===== src/hdl/sd_share_pkg.sv =====
// disk count, disk indices, default card levels, request and spi line types, arbiter states
package sd_share_pkg;

   //**************************************************
   // disk set
   //**************************************************

   // five controllers hang off the one card
   localparam int NUM_DISKS = 5;          // rk, dw, dm, dx, my

   // bit positions in every per-disk vector
   // a lower index wins the card first
   localparam int DISK_RK   = 0;          // rk11 cartridge disk
   localparam int DISK_DW   = 1;          // dw winchester
   localparam int DISK_DM   = 2;          // rk611 disk
   localparam int DISK_DX   = 3;          // rx01 floppy
   localparam int DISK_MY   = 4;          // my floppy, lowest priority

   //**************************************************
   // card pin levels with no holder
   //**************************************************

   localparam logic SD_DEF_CS   = 1'b1;   // card deselected
   localparam logic SD_DEF_MOSI = 1'b1;   // data line idles high
   localparam logic SD_DEF_SCLK = 1'b0;   // clock parked low

   //**************************************************
   // types
   //**************************************************

   // one bit per disk
   // used for requests, grants and leds alike
   typedef logic [NUM_DISKS-1:0] disk_vec_t;

   // the three card lines one source drives
   // miso is a broadcast wire and stays outside
   typedef struct packed {
      logic cs;                           // chip select, low active
      logic mosi;                         // host to card data
      logic sclk;                         // spi clock
   } sd_spi_t;

   // one line set per controller
   typedef sd_spi_t [NUM_DISKS-1:0] disk_spi_t;

   // card arbiter states
   typedef enum logic {
      ARB_IDLE = 1'b0,                    // no holder, looking for a requester
      ARB_BUSY = 1'b1                     // one disk owns the card
   } arb_state_t;

endpackage


===== src/hdl/sd_req_filter.sv =====
// two-stage request filter for the card arbiter and active-low request led drive
`timescale 1ns/1ps

module sd_req_filter
   import sd_share_pkg::*;
(
   input  logic      sdclock,          // card clock domain
   input  logic      reset_i,          // sync reset, high active
   input  disk_vec_t disk_req_i,       // raw request levels from the controllers
   output disk_vec_t req_filt_o,       // settled requests to the arbiter
   output disk_vec_t disk_led_n_o      // request leds, low lit
);

   //**************************************************
   // filter stages
   //**************************************************

   // controllers may run off other clocks
   // two flops let each level settle before the arbiter looks at it
   disk_vec_t req_s0_q;                // first sample of raw requests
   disk_vec_t req_s1_q;                // second sample, feeds the arbiter

   always_ff @(posedge sdclock) begin
      if (reset_i) begin
         req_s0_q <= '0;               // nobody asking
         req_s1_q <= '0;
      end else begin
         req_s0_q <= disk_req_i;       // edge 1 after a change
         req_s1_q <= req_s0_q;         // edge 2 after a change
      end
   end

   // arbiter only ever sees the second stage
   assign req_filt_o = req_s1_q;

   //**************************************************
   // request leds
   //**************************************************

   // leds follow the raw request with no delay
   // so a stuck controller shows up even if the filter is held in reset
   assign disk_led_n_o = ~disk_req_i;  // lit while requesting

endmodule


===== src/hdl/sd_arbiter.sv =====
// sd card grant state machine with fixed priority and hold until release, plus card pin mux
`timescale 1ns/1ps

module sd_arbiter
   import sd_share_pkg::*;
(
   input  logic      sdclock,          // card clock domain
   input  logic      reset_i,          // sync reset, high active
   input  disk_vec_t req_filt_i,       // filtered request levels
   input  disk_spi_t disk_spi_i,       // card lines from each controller
   output disk_vec_t disk_gnt_o,       // one-hot grant, zero when idle
   output sd_spi_t   sdcard_o          // lines to the card pins
);

   arb_state_t state_q;                // current arbiter state
   arb_state_t state_d;                // next arbiter state
   disk_vec_t  gnt_q;                  // grant register
   disk_vec_t  gnt_d;                  // next grant
   disk_vec_t  pick;                   // winner among current requesters
   logic       any_req;                // at least one disk waiting
   logic       holder_req;             // holder still wants the card

   //**************************************************
   // request decode
   //**************************************************

   // fixed priority, lowest index first
   // rk beats everyone and my only wins when alone
   always_comb begin
      pick = '0;
      if (req_filt_i[DISK_RK]) begin
         pick[DISK_RK] = 1'b1;         // rk11
      end else if (req_filt_i[DISK_DW]) begin
         pick[DISK_DW] = 1'b1;         // dw
      end else if (req_filt_i[DISK_DM]) begin
         pick[DISK_DM] = 1'b1;         // rk611
      end else if (req_filt_i[DISK_DX]) begin
         pick[DISK_DX] = 1'b1;         // rx01
      end else if (req_filt_i[DISK_MY]) begin
         pick[DISK_MY] = 1'b1;         // my
      end
   end

   assign any_req    = |req_filt_i;              // someone is asking
   assign holder_req = |(req_filt_i & gnt_q);    // only the holder's bit counts

   //**************************************************
   // state machine
   //**************************************************

   always_comb begin
      state_d = state_q;
      case (state_q)
         ARB_IDLE: begin
            if (any_req) begin
               state_d = ARB_BUSY;     // card handed out this edge
            end
         end
         ARB_BUSY: begin
            if (!holder_req) begin
               state_d = ARB_IDLE;     // holder let go
            end
         end
         default: begin
            state_d = ARB_IDLE;        // unreachable encodings fall back to idle
         end
      endcase
   end

   always_ff @(posedge sdclock) begin
      if (reset_i) begin
         state_q <= ARB_IDLE;
      end else begin
         state_q <= state_d;
      end
   end

   //**************************************************
   // grant register
   //**************************************************

   // new requests are ignored while the card is held
   // a release always passes through one all-zero cycle in idle
   always_comb begin
      gnt_d = gnt_q;
      case (state_q)
         ARB_IDLE: begin
            gnt_d = pick;              // zero when nobody asks
         end
         ARB_BUSY: begin
            if (!holder_req) begin
               gnt_d = '0;             // drop grant with the request
            end
         end
         default: begin
            gnt_d = '0;
         end
      endcase
   end

   always_ff @(posedge sdclock) begin
      if (reset_i) begin
         gnt_q <= '0;                  // card free
      end else begin
         gnt_q <= gnt_d;
      end
   end

   assign disk_gnt_o = gnt_q;

   //**************************************************
   // pin mux
   //**************************************************

   // grant is one-hot, so at most one source matches
   // with no holder the card sees the idle levels
   always_comb begin
      sdcard_o.cs   = SD_DEF_CS;       // deselected
      sdcard_o.mosi = SD_DEF_MOSI;     // idle high
      sdcard_o.sclk = SD_DEF_SCLK;     // clock low
      for (int i = 0; i < NUM_DISKS; i++) begin
         if (gnt_q[i]) begin
            sdcard_o = disk_spi_i[i];  // holder drives the pins
         end
      end
   end

endmodule


===== src/hdl/sd_backplane.sv =====
// top level of the shared sd card logic with the request filter feeding the card arbiter
`timescale 1ns/1ps

module sd_backplane
   import sd_share_pkg::*;
(
   input  logic      sdclock,          // card clock
   input  logic      reset_i,          // sync reset, high active

   // controller side
   input  disk_vec_t disk_req_i,       // request level per disk
   input  disk_spi_t disk_spi_i,       // cs, mosi, sclk per disk
   output disk_vec_t disk_gnt_o,       // card grant per disk

   // card side
   output sd_spi_t   sdcard_o,         // to the card pins

   // front panel
   output disk_vec_t disk_led_n_o      // request leds, low lit
);

   //**************************************************
   // internal wiring
   //**************************************************

   disk_vec_t req_filt;                // settled requests, two edges behind the inputs

   //**************************************************
   // request filter
   //**************************************************

   sd_req_filter req_filter (
      .sdclock      (sdclock),
      .reset_i      (reset_i),
      .disk_req_i   (disk_req_i),      // raw from controllers
      .req_filt_o   (req_filt),        // into the arbiter
      .disk_led_n_o (disk_led_n_o)     // straight to the panel
   );

   //**************************************************
   // card arbiter and pin mux
   //**************************************************

   // grant lands one edge after the filtered request
   // three edges after the raw request in all
   sd_arbiter arbiter (
      .sdclock    (sdclock),
      .reset_i    (reset_i),
      .req_filt_i (req_filt),          // filtered requests
      .disk_spi_i (disk_spi_i),        // candidate line sets
      .disk_gnt_o (disk_gnt_o),        // back to controllers
      .sdcard_o   (sdcard_o)           // holder lines or defaults
   );

endmodule


===== config.mk =====
export PLATFORM = sky130hd
export DESIGN_NAME = sd_backplane
export DESIGN_NICKNAME = d
export VERILOG_FILES = /design/src/hdl/sd_share_pkg.sv /design/src/hdl/sd_req_filter.sv /design/src/hdl/sd_arbiter.sv /design/src/hdl/sd_backplane.sv
export SDC_FILE = /design/constraint.sdc
export NUM_CORES = 1
export LEC_CHECK = 0
export ABC_AREA = 1
export BUFFER_PORTS_ARGS = -buffer_cell sky130_fd_sc_hd__buf_2
export CAP_MARGIN = 10
export CORE_MARGIN = 2
export CORE_UTILIZATION = 46
export DETAILED_ROUTE_END_ITERATION = 10
export PLACE_DENSITY = 0.8
export SLEW_MARGIN = 20
export SYNTH_ARGS = -nofsm -noshare
export SYNTH_HDL_FRONTEND = slang
export SYNTH_SLANG_ARGS = --single-unit

===== constraint.sdc =====
create_clock -name sdclock -period 1.67 [get_ports sdclock]
set_input_delay 0.2505 -clock sdclock [delete_from_list [all_inputs] [get_ports sdclock]]
set_output_delay 0.2505 -clock sdclock [all_outputs]
set_load 0.05 [all_outputs]

After elaboration in Yosys (flattened, before gate mapping)
Index checks and enable logic that the tools add are counted.
Cells by class
  add/subtract/negate cells: 0
  multipliers: 0
  divide/modulo/power cells: 0
  $lt $le $gt $ge: 0
  equal/unequal tests: 1
  shifts and indexed selects: 0
  multiplexer cells: 19
  bitwise logic cells: 3
  reductions and logical operators: 2
Operators with widths (number)
  2-to-1 mux 3 bit: 6
  one-hot mux 5 bit (2 select lines): 1
  OR reduction 5 bit: 2
  2-to-1 mux 1 bit: 8
  AND 5 bit: 1
  2-to-1 mux 5 bit: 1
  NOT 5 bit: 1
  2-to-1 mux 4 bit: 1
  2-to-1 mux 2 bit: 1
  != test 2 bit, second input constant: 1
  one-hot mux 1 bit (2 select lines): 1
  NOT 1 bit: 1
Storage, ports and cells
  bits in registers: 16
  bits in latches: 0
  memory bits (writable): 0
  bits in read-only memories: 0
  input port bits: 22
  output and inout bits: 13
  logic and storage cells: 29
  memories kept: 0

Longest topological paths before layout
  word-level depth: 6
  depth in mapped cells: 6
  gate-level depth less buffers: 6

Hierarchy
Synthesis repeated with hierarchy kept, for this count alone.
Second synthesis, totals
  cell total of the unflattened synthesis: 102
  area, all modules: 704.4 µm²
By module, submodules not included
  sd_arbiter: times used 1, cells each 71, area an instance 417.9 µm², seq. area each 120.1 µm²
  sd_req_filter: times used 1, cells each 31, area an instance 286.5 µm², seq. area each 200.2 µm²

Worst setup path after synthesis
Ideal clock, no wire load.
  path type: reg2out
  start: register arbiter.gnt_q[3] (netlist: arbiter.disk_gnt_o[3])
  end: output sdcard_o[0] in the netlist's numbering
  data arrival time: 2.032 ns
  data required time: 1.419 ns
  path slack: -0.612 ns
  cell stages (with the launch flop): 5
  path buffers: 0
  path through: dfxtp_1 > inv_1 > nand2_1 > a21oi_1 > o21ai_0
RTL lines
  start: declaration: line sd_arbiter.sv:17  | disk_vec_t gnt_q;
  start signal: assignment: line sd_arbiter.sv:105  | gnt_q <= gnt_d;
  end: declaration: line sd_backplane.sv:16  | output sd_spi_t sdcard_o,

==> run metrics <==
status=complete, no violations; share of layout cells above drive strength 1=35.0%; Post-Route WL=between 1500 and 2000 um; Final min period=approximately 1.6 ns; Sink Count=16; CP Capture Type=output port; final hold viol count=0; Final setup viols=0; PD cells=~860 nW/um2; DRC=0; final net count=between 150 and 200; RSZ-0062 raised after global routing=false; vias in the first global route=between 600 and 700; Final Instance Count excl. Fillers=between 150 and 200; largest net degree at the start of global routing=17; gr ovfl total=0; via-per-instance ratio=4.80; DR vias=between 700 and 800; die area=1850 um2; Critical Path RT=between 1 and 1.5 ns; syn_area_per_cell=6.86 um2; GP Congestion=between 0.7 and 0.8; All-Layer GR Usage=approximately 17%; setup TNS=0 ns; fin. max-slew vios=0; Root Buffer=clkbuf_4; Yosys cell types=16; Seq/Total Area, Yosys=a little under half; Net Count, Synth=between 100 and 150; met1 Use GR=between 10% and 20%; FF/Latch Area=325 um2; post-DP HPWL=1210 um; Fin Clk Skew=roughly 0.00045 ns; placed cell count=about 150; M2 GR Usage=around 34%; clk buf depth=2; total I/O pin count=35; Die Wd=between 40 and 50 um; synth-to-layout area growth=34.0%; period utilization=between 90% and 100%; ANT cells=0; kind of critical path=flop to output port; I/O Buffers=34; worst rel slew slack=81.8%; Initial Utilization=a little under half; Iter 0 DRT Violations=16; Cell Area, Synth=roughly 700 um2; post-synthesis register bit count=16; Routed wire per std cell=roughly 9.9 um; Tot Pwr=0.000806 W; worst hold path type=input pin to flop; CP arrival=1.33 ns; antenna violations before repair=0; TritonCTS clock tree=yes; Post-CTS Hold Buffers=0; GR Layer Usage met3=around 3%; die span in y=approximately 43 um; final worst slack=about 0.093 ns; leakage=roughly 0.47 nW; drt pass-1 iters=4; Core Box Area=between 1000 and 1500 um2; peak supply drop=~630 uV; max-cap viol count=0; peak fanout along the critical path=5; synthesized instance count=about 100; clock latency on the worst-skew pair=around 0.28 ns; Placement Setup Slack=~0.32 ns; Reg clk slew, reported paths=~0.090 ns; synth warn=0; FP Rows=14; Fmax=approximately 0.63 GHz; H-tree Lvls=1; first-pass GRT wire length=about 2400 um; worst-margin pin slew=~0.27 ns; Num CTS Buffers=3; Antenna Nets Post-Route=0; Worst setup SP type=flop; GRT busiest layer=met2; Filler Cells Inserted=between 100 and 150; multi-input logic area=between 300 and 400 um2
[path summary, 6_finish.rpt]
path                                              from                        to  slack, ns  cells past startpoint
worst min register to register  req_filter.req_s0_q[4]  req_filter.req_filt_o[4]       0.41                      2
worst max register to register   arbiter.disk_gnt_o[4]     arbiter.disk_gnt_o[2]       0.68                      6
worst min-delay path                     disk_req_i[4]    req_filter.req_s0_q[4]       0.17                      3
worst max-delay path             arbiter.disk_gnt_o[1]               sdcard_o[1]       0.09                      6
[synthesized netlist by cell type, drive strengths merged]
library cell	number	area (um2)
nand4	1	6.26
inv	17	63.8
o21ai	9	45.0
nor3	1	5.00
clkbuf	1	3.75
buf	2	10.0
nand3	8	40.0
dfxtp	16	320
o21a	2	15.0
nand2	20	82.6
a21oi	9	45.0
nor2	16	62.6
[registers in the layout, indices dropped and copies added, names as in the netlist]
signal and cells:
arbiter.state_q 1, arbiter.disk_gnt_o 5, req_filter.req_filt_o 5, req_filter.req_s0_q 5
[worst max-delay path: stages, from the launching register on]
cell and delay, ns:
dfxtp_4 0.37, inv_2 0.05, nand2_1 0.08, nor2_1 0.04, o21a_1 0.20, o21ai_2 0.13, buf_6 0.17
[through the flow]
stage	area, um2	hold slack (ns)	utilization (%)
floorplan	712	0.388	-
global placement	888	0.389	60.4
detailed placement	888	0.395	60.4
CTS	927	0.168	63.0
global route	937	0.180	63.7
finish	937	0.171	63.7
[per-layer routing]
metal / up-vias / wire, um
met5: - / 0
met4: 0 / 18
met3: 4 / 155
met2: 39 / 761
met1: 306 / 585
li1: 386 / -
[where the power goes]
part           switching [W]  internal (W)  total (W)
Clock               0.000116      0.000133   0.000249
Combinational      0.0000962     0.0000494   0.000146
Sequential         0.0000148      0.000397   0.000412
[cells in the final DEF, fill, tap and decap left out, drive strengths merged]
cell type and n:
buf 34, nand2 20, inv 17, nor2 16, dfxtp 16, a21oi 9
o21ai 9, nand3 8, clkbuf 4, o21a 2, nor3 1, nand4 1
[cell type report]
| type | instances | share of cell area (%) |
|---|---|---|
| clock buffers | 4 | 3.87 |
| inverters | 17 | 6.81 |
| multi-input cells | 66 | 33.4 |
| flip-flops and latches | 16 | 34.7 |
| well taps | 16 | 2.14 |
| repair buffers | 34 | 19.1 |
[cell families after synthesis]
| group | synth area share, % |
|---|---|
| AND/OR/NAND/NOR | 28.1 |
| AO/OA/AOI/OAI | 15.0 |
| buffers and inverters | 11.1 |
| flip-flops | 45.8 |
[timing repair]
item | CTS | global route
pin swaps | 0 | 0
setup endpoints to repair | 1 | 2
setup buffers | 0 | 0
gates resized for setup | 1 | 6
No activity file was read; power rests on OpenSTA's default activity.
